`src/tcb_pkg.sv`:
```
////////////////////////////////////////////////////////////
// tcb memory subsystem package
// bus sizes, request and response structs, status encoding
////////////////////////////////////////////////////////////

package tcb_pkg;

  ////////////////////////////////////////////////////////////
  // sizes
  ////////////////////////////////////////////////////////////

  // byte address width
  localparam int unsigned tcb_adr_w = 8;

  // data bytes per transfer
  localparam int unsigned tcb_ben = 4;

  // memory size in bytes, full address space
  localparam int unsigned tcb_mem_siz = 2**tcb_adr_w;

  // queue depth, also the credit count after reset
  localparam int unsigned tcb_fifo_dep = 4;

  // credit counter and queue occupancy width
  // must hold values 0 to tcb_fifo_dep inclusive
  localparam int unsigned tcb_cnt_w = 3;

  ////////////////////////////////////////////////////////////
  // bus structs
  ////////////////////////////////////////////////////////////

  // response status
  typedef struct packed {
    // unsupported transfer size
    logic err;
  } tcb_sts_t;

  // request
  typedef struct packed {
    logic [tcb_adr_w-1:0]      adr;
    logic                      wen;
    // log2 of transfer size in bytes
    logic [1:0]                siz;
    logic [tcb_ben-1:0][8-1:0] wdt;
  } tcb_req_t;

  // response
  typedef struct packed {
    logic [tcb_ben-1:0][8-1:0] rdt;
    tcb_sts_t                  sts;
  } tcb_rsp_t;

endpackage

```
`src/tcb_req_issue.sv`:
```
////////////////////////////////////////////////////////////
// tcb request issuer
// admits host requests against a credit counter and
// forwards them into the request queue
////////////////////////////////////////////////////////////

`timescale 1ns/1ps

module tcb_req_issue (
  input  logic              tcb,
  input  logic              rst_n,
  // host request side
  input  logic              req_vld,
  input  tcb_pkg::tcb_req_t req,
  output logic              req_rdy,
  // credit return from responder
  input  logic              crd_ret,
  // request queue push side
  output logic              push,
  output tcb_pkg::tcb_req_t push_req
);

  import tcb_pkg::*;

  ////////////////////////////////////////////////////////////
  // credit counter
  ////////////////////////////////////////////////////////////

  // free slots in the request queue
  logic [tcb_cnt_w-1:0] crd_cnt;

  // host transfer
  logic trn;

  // ready only on credit, independent of valid
  assign req_rdy = (crd_cnt != '0);

  assign trn = req_vld & req_rdy;

  always_ff @(posedge tcb or negedge rst_n) begin
    if (!rst_n) begin
      // queue starts empty, all slots free
      crd_cnt <= tcb_cnt_w'(tcb_fifo_dep);
    end else begin
      case ({trn, crd_ret})
        // accepted, slot taken
        2'b10:   crd_cnt <= crd_cnt - 1'b1;
        // responder popped, slot freed
        2'b01:   crd_cnt <= crd_cnt + 1'b1;
        // both or neither
        default: crd_cnt <= crd_cnt;
      endcase
    end
  end

  ////////////////////////////////////////////////////////////
  // queue push
  ////////////////////////////////////////////////////////////

  // same cycle as the host transfer
  assign push     = trn;
  assign push_req = req;

endmodule
```
`config.mk`:
```
export PLATFORM = sky130hd
export DESIGN_NAME = tcb_req_issue
export DESIGN_NICKNAME = d
export VERILOG_FILES = /design/src/tcb_pkg.sv /design/src/tcb_req_issue.sv
export SDC_FILE = /design/constraint.sdc
export NUM_CORES = 1
export LEC_CHECK = 0
export BUFFER_PORTS_ARGS = -buffer_cell sky130_fd_sc_hd__clkbuf_2
export CORE_MARGIN = 2
export CORE_UTILIZATION = 28
export DETAILED_ROUTE_END_ITERATION = 8
export PLACE_DENSITY = 0.89
export SYNTH_ARGS = -nofsm -noshare
export SYNTH_HDL_FRONTEND = slang
export SYNTH_SLANG_ARGS = --single-unit
export TNS_END_PERCENT = 5
```
`constraint.sdc`:
```
create_clock -name tcb -period 4 [get_ports tcb]
set_clock_uncertainty 0.1 [all_clocks]
set_input_delay 0.8 -clock tcb [delete_from_list [all_inputs] [get_ports tcb]]
set_output_delay 0.8 -clock tcb [all_outputs]
set_load 0.02 [all_outputs]
```
==> results.tsv <==
metric	value	unit
via count	170	
outcome	complete, no violations	
Worst Tran Pin Value	157.5	ps
Synth Warn #	0	
Num CTS Buffers	3	
Tcrit/Tclk final	54.92	%
Clock Tree Buf Depth	2	
Top reg by flops	crd_cnt	
most frequent cells in the layout	clkbuf_2, clkbuf_4, xor2_1, dfrtp_1	
initial antenna violation count	0	
total of max-cap violations	0	
Yosys cell types	13	
final hold vios	0	
minimum clock period	2197	ps
TritonRoute pass-1 iters	2	
Hold-fix buffers, CTS	0	
Area growth syn-to-layout	-48.24	%
routed vias/inst	3.542	
Final Non-Filler Cells	48	
CTS tree	built	
Crit. End Element	primary output	
GRT Total Usage	4.473	%
Starting Density	29.16	%
DRT Wirelength	527	µm
fin. max-slew vios	0	
Post-Syn Instances	57	
die area	2132	µm²
CTS root buffer	clkbuf_4	
DRC Markers	0	
routability cong.	0.5871	
fraction of layout cells with a size suffix above 1	56.52	%
vias in the first global route	142	
final net count	73	
net count after synthesis	106	
CP arrival	1300	ps
# resized after CTS	0	
grt ovf	0	
height of the die	46.17	µm
floorplan row count	15	
Synth Area per Inst	8.736	µm²
leakage	0.1157	nW
Req. time, crit path	3100	ps
htree depth	1	
Iteration-0 DRC Markers	1	
Placed Cells	44	
clk slew on worst S/H paths	40	ps
Synth Register Bits	3	
Critical Path Fanout Max	3	
# setup viols final	0	
wire per inst	10.98	µm
I/O pins	92	
Worst slew margin	89.50	%
Post-CTS Setup Bufs	0	
core area	1708	µm²
RSZ-0062 raised after global routing	no	
Power Dens Cells	779.6	nW/µm²
number of port buffers	5	
latest clock arrival within the worst-skew pair	230	ps
most common cell after layout, fill and taps aside	clkbuf_2	
chip width	46.17	µm
first-pass GRT wire length	627	µm
DP Area	231.5	µm²
clock sinks	3	
post-route cell area	257.7	µm²
worst hold path class	input pin to asynchronous set/reset pin	
Setup TNS Final	0	ps
total power	201.0	µW
CP startpoint kind	flip-flop	
largest net degree at the start of global routing	4	
WS Path Type	flip-flop to primary output	
largest registers	crd_cnt x3	
ant diodes	0	
Routed Antenna Nets	0	
max reg flops	3	
mapped cell area	498.0	µm²
VDD IR max	0.0002095	V
Seq/Total Area, Yosys	15.33	%
maximum clock rate	455.2	MHz
report_power, final:
group          internal [mW]  switching (mW)  total, mW
logic                 0.0416          0.0390     0.0806
registers             0.0517          0.0157     0.0674
clock network         0.0374          0.0156     0.0530
stage by stage:
step	setup slack, ps	utilization (%)	hold slack, ps
after floorplan	1942	-	404.0
after global placement	1864	13.55	413.5
after detailed placement	1817	13.55	423.9
after CTS	1773	15.09	249.3
after global routing	1735	15.09	246.5
final	1803	15.09	259.1
cells by family after synthesis:
| kind of cell | after synthesis | share of synthesized area, % |
|---|---|---|
| and+or+nand+nor | 3 | 4.271 |
| adders and majority gates | 2 | 6.532 |
| muxes | 1 | 2.261 |
| DFF | 3 | 15.33 |
| buffers and inverters | 45 | 66.33 |
| xor gates and xnor gates | 3 | 5.277 |
layout make-up:
class,instances,area [µm²]
fill,195,1450
multi-input combinational,9,91.34
sequential,3,76.32
tap,25,31.28
clock buffer,4,26.28
timing repair buffer,5,25.02
inverter,2,7.507
Yosys cell counts:
cell type / n / share of area (%)
nand2_2: 1 / 1.3
inv_2: 1 / 0.75
fa_1: 1 / 4.0
mux2_2: 1 / 2.3
inv_1: 1 / 0.75
nor2_1: 1 / 0.75
ha_1: 1 / 2.5
buf_4: 43 / 65
xnor2_1: 1 / 1.8
dfstp_2: 1 / 5.3
or3_4: 1 / 2.3
dfrtp_1: 2 / 10
xor2_1: 2 / 3.5
final timing paths:
| check | startpoint | end | slack (ps) | cells past startpoint |
|---|---|---|---|---|
| min reg2reg | crd_cnt[2]$_DFFE_PN1P_ | crd_cnt[2]$_DFFE_PN1P_ | 430 | 1 |
| max reg2reg | crd_cnt[0]$_DFFE_PN0P_ | crd_cnt[2]$_DFFE_PN1P_ | 1890 | 8 |
| max | crd_cnt[0]$_DFFE_PN0P_ | push | 1800 | 4 |
| max in group asynchronous | rst_n | crd_cnt[2]$_DFFE_PN1P_ | 3340 | 1 |
| min | rst_n | crd_cnt[1]$_DFFE_PN0P_ | 260 | 1 |
| min in group tcb | crd_cnt[2]$_DFFE_PN1P_ | crd_cnt[2]$_DFFE_PN1P_ | 430 | 1 |
routing by layer:
metal | share of wire [%] | vias to the layer above | global-route usage, %
met5 | 0 | - | 0
met4 | 4.0 | 0 | 6.857
met3 | 19 | 8 | 5.098
met1 | 28 | 71 | 3.044
li1 | - | 60 | -
met2 | 48 | 31 | 5.000
critical path, stage by stage (launching register included):
cell      delay [ps]
dfrtp_1          410
or3_4            390
nand2_2          100
inv_2             30
clkbuf_2         140
(Power assumes the default switching activity.)
