[src/tcb_pkg.sv]
////////////////////////////////////////////////////////////
// tcb memory subsystem package
// bus sizes, request and response structs, status encoding
////////////////////////////////////////////////////////////

package tcb_pkg;

  ////////////////////////////////////////////////////////////
  // sizes
  ////////////////////////////////////////////////////////////

  // byte address width
  localparam int unsigned tcb_adr_w = 8;

  // data bytes per transfer
  localparam int unsigned tcb_ben = 4;

  // memory size in bytes, full address space
  localparam int unsigned tcb_mem_siz = 2**tcb_adr_w;

  // queue depth, also the credit count after reset
  localparam int unsigned tcb_fifo_dep = 4;

  // credit counter and queue occupancy width
  // must hold values 0 to tcb_fifo_dep inclusive
  localparam int unsigned tcb_cnt_w = 3;

  ////////////////////////////////////////////////////////////
  // bus structs
  ////////////////////////////////////////////////////////////

  // response status
  typedef struct packed {
    // unsupported transfer size
    logic err;
  } tcb_sts_t;

  // request
  typedef struct packed {
    logic [tcb_adr_w-1:0]      adr;
    logic                      wen;
    // log2 of transfer size in bytes
    logic [1:0]                siz;
    logic [tcb_ben-1:0][8-1:0] wdt;
  } tcb_req_t;

  // response
  typedef struct packed {
    logic [tcb_ben-1:0][8-1:0] rdt;
    tcb_sts_t                  sts;
  } tcb_rsp_t;

endpackage

[src/tcb_fifo.sv]
////////////////////////////////////////////////////////////
// tcb queue
// register based in-order circular buffer, payload type
// given as a type parameter
////////////////////////////////////////////////////////////

`timescale 1ns/1ps

module tcb_fifo #(
  parameter type T = logic
)(
  input  logic tcb,
  input  logic rst_n,
  input  logic push,
  input  T     wdata,
  input  logic pop,
  output T     rdata,
  output logic empty,
  output logic full
);

  import tcb_pkg::*;

  ////////////////////////////////////////////////////////////
  // storage and pointers
  ////////////////////////////////////////////////////////////

  // entry array, no reset
  T buf_mem [tcb_fifo_dep];

  logic [$clog2(tcb_fifo_dep)-1:0] wr_ptr;
  logic [$clog2(tcb_fifo_dep)-1:0] rd_ptr;
  logic [tcb_cnt_w-1:0]            cnt;

  // qualified push and pop
  logic wr_en;
  logic rd_en;

  // push ignored while full, pop ignored while empty
  assign wr_en = push & ~full;
  assign rd_en = pop & ~empty;

  // status flags from occupancy
  assign empty = (cnt == '0);
  assign full  = (cnt == tcb_cnt_w'(tcb_fifo_dep));

  // head of queue
  assign rdata = buf_mem[rd_ptr];

  ////////////////////////////////////////////////////////////
  // control
  ////////////////////////////////////////////////////////////

  always_ff @(posedge tcb or negedge rst_n) begin
    if (!rst_n) begin
      wr_ptr <= '0;
      rd_ptr <= '0;
      cnt    <= '0;
    end else begin
      // write pointer wraps at depth
      if (wr_en) begin
        wr_ptr <= (int'(wr_ptr) == tcb_fifo_dep - 1) ? '0 : wr_ptr + 1'b1;
      end
      // read pointer wraps at depth
      if (rd_en) begin
        rd_ptr <= (int'(rd_ptr) == tcb_fifo_dep - 1) ? '0 : rd_ptr + 1'b1;
      end
      // occupancy, unchanged on push with pop
      case ({wr_en, rd_en})
        2'b10:   cnt <= cnt + 1'b1;
        2'b01:   cnt <= cnt - 1'b1;
        default: cnt <= cnt;
      endcase
    end
  end

  // payload write
  always_ff @(posedge tcb) begin
    if (wr_en) begin
      buf_mem[wr_ptr] <= wdata;
    end
  end

endmodule

[config.mk]
export PLATFORM = sky130hd
export DESIGN_NAME = tcb_fifo
export DESIGN_NICKNAME = d
export VERILOG_FILES = /design/src/tcb_pkg.sv /design/src/tcb_fifo.sv
export SDC_FILE = /design/constraint.sdc
export NUM_CORES = 1
export LEC_CHECK = 0
export BUFFER_PORTS_ARGS = -buffer_cell sky130_fd_sc_hd__buf_2
export CAP_MARGIN = 20
export CORE_UTILIZATION = 45
export CTS_CLUSTER_DIAMETER = 80
export CTS_CLUSTER_SIZE = 30
export DETAILED_ROUTE_END_ITERATION = 10
export PLACE_DENSITY = 0.7
export SYNTH_ARGS = -nofsm -noshare
export SYNTH_HDL_FRONTEND = slang
export SYNTH_SLANG_ARGS = --single-unit
[constraint.sdc]
create_clock -name tcb -period 2.2 [get_ports tcb]
set_clock_uncertainty 0.2 [all_clocks]
set_input_delay 0.22 -clock tcb [delete_from_list [all_inputs] [get_ports tcb]]
set_output_delay 0.22 -clock tcb [all_outputs]
set_load 0.005 [all_outputs]
==> impl_metrics.ini, run 1 <==
[logic_synthesis]
ys_async_sr_fraction_pct = 63.6
synth_edf_count = 4
synthesis.nets = 57
avgSynthCellArea_um2 = 14.0
yosysTopAreaCellShare_pct = 27.8
syn_inst = 45
synth_cell_types = 17
synth_seq_area_share_pct = 46.9
ys_ff_latch = 11
synth_area_um2 = 629
yosys-top-cells-count = 7 x dfrtp_1, 7 x inv_1, 6 x ha_1
yosysTopAreaCell = dfrtp_1
synth_area_leaders = dfrtp_1 28%, edfxtp_1 19%, ha_1 12%, mux2_4 7.2%, and2_2 4.8%
synth_warnings = 0
ys.flop_type = dfrtp_1

[finish]
num_antenna_cells = 0
fill_cells = 121
fin_cells = 75
syn_to_final_growth_pct = 19.3
fin_nets = 73
drive_above_1_share_pct = 46.7

[placed_design]
dp_hpwl_um = 672
port_buffers = 7
gp_congestion = 0.685
place_ws_ns = 0.0547
place_inst = 67

[timing]
fin_crit_sh_pct = 94.3
maxSlewViolCount = 0
max_freq_mhz = 482
fin_ws_ns = 0.126
tightest_slew_ns = 0.203
finalSetupViolations = 0
max-slew-margin-rel_pct = 86.5
finalHoldViolations = 0
fin_crit_ns = 2.07

[floorplan]
start_util_pct = 48.4
die_x_um = 39.4
dieArea_um2 = 1550
ioPinCount = 8
chipHeight_um = 39.4
rows = 13
placeableCoreArea_um2 = 1300

[run]
max_cap_violations = 0

[run_status]
outcome = finished clean

[setup_path]
start_kind = register
r2r_cells = 9
crit_start = cnt[0]
crit_type = reg2reg
crit_fanout = 3
crit_required_ns = 2.19
arrival_ns = 2.06
end_kind = register
rr_startpoint = cnt[0]

[power]
power_density_nw_per_um2 = 1300
ir_worst_vdd_v = 0.000666
leakage_uw = 0.000361

[detailed_routing]
drc_errors = 0
first_iter_violations = 5
antenna_left = 0
routed_wl_um = 879
routedWlPerCell_um = 11.7
drt_first_pass_iters = 4
vias = 367
via_per_inst = 4.89

[cts]
clk_latency_ns = 0.26
cts_buffers = 3
clk_path_buf_depth = 2
htree_levels = 1
clkSlewWorstSetupHoldPaths_ns = 0.07
cts.sinks = 11
cts_tree = yes
clockRootBuffer = clkbuf_4

[global_route]
grt_start_max_net_pins = 8
first_global_vias = 317
grt_pass1_wl_um = 1300
antenna_found_initial = 0
grt_usage_pct = 14.5
grt_overflow = 0

[worst_hold_path]
hold_class = in2async
## worst max-delay path: stages, from the launching register on
cell and delay (ns):
dfrtp_2 0.43, nor3b_4 0.25, nor2b_4 0.06, inv_1 0.06, ha_2 0.19, inv_1 0.06
fa_2 0.33, xor2_1 0.16, nor2_1 0.13, xor2_1 0.14
## cells by family after synthesis
| kind of cell | after synthesis | synth area share [%] |
|---|---|---|
| XOR/XNOR | 3 | 4.18 |
| buffers and inverters | 7 | 4.18 |
| flip-flops | 11 | 46.9 |
| adder cells (fa/ha/maj) | 7 | 15.1 |
| AND/OR/NAND/NOR | 11 | 15.5 |
| multiplexers | 6 | 14.1 |
## power breakdown
part	internal, uW	total, uW	switching, uW
clock	70.1	134	63.4
combinational	272	451	179
sequential	303	389	86.2
total	645	974	329
## repair_timing
action / in CTS / in global routing
endpoints found under the setup margin: 0 / 1
buffers inserted: 0 / 2
endpoints found under the hold margin: 11 / 0
gates resized for setup: 0 / 3
hold buffers: 2 / 0
## placed cells by master, fill, tap and decap left out, types with 2 or more instances in the layout
cell type | synthesis | layout
xor2_1 | 2 | 2
ha_1 | 6 | 5
inv_1 | 7 | 7
clkbuf_4 | 0 | 3
edfxtp_1 | 4 | 4
buf_4 | 0 | 2
and2_2 | 4 | 4
buf_2 | 0 | 7
dlygate4sd3_1 | 0 | 2
dfrtp_1 | 7 | 6
nor2_1 | 3 | 3
mux2_4 | 3 | 3
## sequential cells by signal, summed over array words and instances (netlist names)
name,cells
cnt,3
buf_mem,4
rd_ptr,2
wr_ptr,2
## cell type report
class	instances	area, um^2	share of cell area [%]
Inverter	7	26.3	3.50
Clock buffer	4	26.3	3.50
Tap cell	15	18.8	2.50
Multi-Input combinational cell	27	313	41.7
Timing Repair Buffer	11	70.1	9.33
Sequential cell	11	297	39.5
## metal layers
metal  global-route usage [%]  wire length (um)  vias up
li1                         -                 -      178
met1                     14.4               356      180
met2                     23.3               473        7
met3                     10.2                43        2
met4                     5.17                 6        0
met5                        0                 0        -
## path summary, 6_finish.rpt
check                             to  slack, ns
setup / recovery              cnt[2]       0.13
hold / removal             rd_ptr[1]       0.12
setup reg to reg              cnt[2]       0.13
min in group tcb           rd_ptr[0]       0.12
hold reg to reg               cnt[2]       0.31
max in group asynchronous     cnt[0]       1.50
## metrics by stage
step / util, % / area, um^2 / hold slack, ns / power [uW] / setup TNS (ns)
after floorplan: - / 629 / -0.276 / 714 / 0
after global placement: 52.5 / 683 / -0.132 / 798 / 0
after detailed placement: 52.5 / 683 / -0.136 / 817 / 0
after CTS: 56.1 / 729 / 0.113 / 958 / 0
after global routing: 57.7 / 751 / 0.112 / 1070 / -0.000187
final: 57.7 / 751 / 0.116 / 974 / 0
No activity file was read; power rests on OpenSTA's default activity.
==> run 2, diff against run 1 <==
--- a/config.mk
+++ b/config.mk
@@ -7,11 +7,10 @@
 export LEC_CHECK = 0
 export BUFFER_PORTS_ARGS = -buffer_cell sky130_fd_sc_hd__buf_2
 export CAP_MARGIN = 20
-export CORE_UTILIZATION = 45
-export CTS_CLUSTER_DIAMETER = 80
+export CORE_UTILIZATION = 48
 export CTS_CLUSTER_SIZE = 30
 export DETAILED_ROUTE_END_ITERATION = 10
-export PLACE_DENSITY = 0.7
+export PLACE_DENSITY = 0.74
 export SYNTH_ARGS = -nofsm -noshare
 export SYNTH_HDL_FRONTEND = slang
 export SYNTH_SLANG_ARGS = --single-unit
==> run 2 against run 1 <==
  * Hold slack worse by 0.014 ns
  * Setup slack worse by 0.014 ns
  * Final area is 3.8% higher
  * Flip-flop and latch count unchanged
==> impl_metrics.ini, run 2 (same netlist as run 1, synthesis figures left out) <==
[cts]
cts_tree = yes
cts_buffers = 3
cts.sinks = 11
clkSlewWorstSetupHoldPaths_ns = 0.07
clk_path_buf_depth = 2
htree_levels = 1
clk_latency_ns = 0.27
clockRootBuffer = clkbuf_4

[detailed_routing]
routed.top_layer = met4
antenna_left = 0
drc_errors = 0
routedWlPerCell_um = 13.1
wl_met3_um = 47
vias = 378
wl_met2_um = 593
drt_first_pass_iters = 4
routed_wl_um = 1020
first_iter_violations = 8
via_per_inst = 4.85
wirelength_met1_um = 364

[power]
intPower_uw = 690
power.switching_uw = 364
pwr-share-clk_pct = 13.0
p_seq_share_pct = 36.6
p_sw_share_pct = 34.5
ir_worst_vdd_v = 0.000674
combPwrFrac_pct = 50.3
power_density_nw_per_um2 = 1350
power_uw = 1050
leakage_uw = 0.000380

[worst_hold_path]
hold_class = in2reg
holdPathEnd = rd_ptr[0]
worstHoldPathCells = 3
min_from = pop

[setup_path]
r2r_cells = 9
crit_type = reg2reg
crit_required_ns = 2.19
crit_fanout = 3
arrival_ns = 2.08
timing.rr.end = cnt[2]
start_kind = register
crit_start = cnt[1]
rr_startpoint = cnt[1]
rrSetupSlack_ns = 0.11
end_kind = register

[finish]
fin_nets = 77
top_register = buf_mem
reg.largest.list = buf_mem: 4 flops, cnt: 3 flops
syn_to_final_growth_pct = 23.9
drive_above_1_share_pct = 50.0
num_antenna_cells = 0
largest_reg_flops = 4
fin_cells = 78
final_cell_mix = 7 x inv_1, 7 x buf_2, 6 x dfrtp_1, 6 x buf_4, 5 x ha_1
post-route-util_pct = 67.4

[timing]
max-slew-margin-rel_pct = 86.7
maxSlewViolCount = 0
finalSetupViolations = 0
max_freq_mhz = 479
fin_crit_sh_pct = 94.9
fin_crit_ns = 2.09
tightest_slew_ns = 0.200
finalSetupTns_ns = 0
hold_ws_ns = 0.101
finalHoldViolations = 0

[placed_design]
place_inst = 66
port_buffers = 7
dp_hpwl_um = 690
gp_congestion = 0.648

[floorplan]
start_util_pct = 54.4
rows = 12
placeableCoreArea_um2 = 1160
chipHeight_um = 38.2
dieArea_um2 = 1460
die_x_um = 38.2
ioPinCount = 8

[run_status]
outcome = finished clean

[global_route]
antenna_found_initial = 0
grt_pass1_wl_um = 1620
first_global_vias = 388
grt_overflow = 0
grt_start_max_net_pins = 8
grt_usage_pct = 18.6

[run]
max_cap_violations = 0
[run 2: cell count changes in the layout (fill, tap and decap cells not counted)]
cell   delta
buf_4     +4
[run 2: worst max path at each step]
stage / end
after CTS: cnt[2]
after floorplan: cnt[2]
final: cnt[2]
after detailed placement: cnt[2]
after global placement: cnt[2]
after global routing: cnt[2]
[run 2: power by group through the flow]
stage	combinational, uW	clock, uW	sequential [uW]
5_1_grt	595	151	394
3_3_place_gp	409	0	391
4_1_cts	515	144	383
6_report	530	137	386
2_1_floorplan	338	0	376
3_5_place_dp	435	0	394
[run 2: metal layers]
metal  vias up  GRT usage, %
met1       184          16.9
li1        183             -
met3         2          8.72
met2         9          34.3
met5         -             0
met4         0          8.04
[run 2: what timing repair did]
action / in CTS / in global routing
gates resized for setup: 2 / 1
pin swaps: 2 / 2
setup buffers: 4 / 2
endpoints found under the setup margin: 1 / 1
hold buffers: 2 / 0
hold endpoints to repair: 11 / 0
[run 2: area by class of cell]
class	count	area, um^2
Fill cell	87	377
Multi-Input combinational cell	27	313
Sequential cell	11	297
Timing Repair Buffer	15	100
Clock buffer	4	26.3
Inverter	7	26.3
Tap cell	14	17.5
[run 2: per-stage QoR]
stage / setup slack [ns] / area (um^2)
2_1_floorplan: 0.150 / 629
5_1_grt: -0.00394 / 779
4_1_cts: 0.00282 / 762
3_3_place_gp: 0.102 / 682
3_5_place_dp: 0.0577 / 682
6_report: 0.112 / 779
[run 2: worst max-delay path, stage by stage (launching register included)]
cell	delay (ns)
dfrtp_1	0.42
nor3b_4	0.25
nor2b_4	0.07
inv_1	0.06
ha_2	0.18
inv_1	0.06
fa_2	0.33
xor2_1	0.15
nor2_1	0.11
xor2_1	0.17
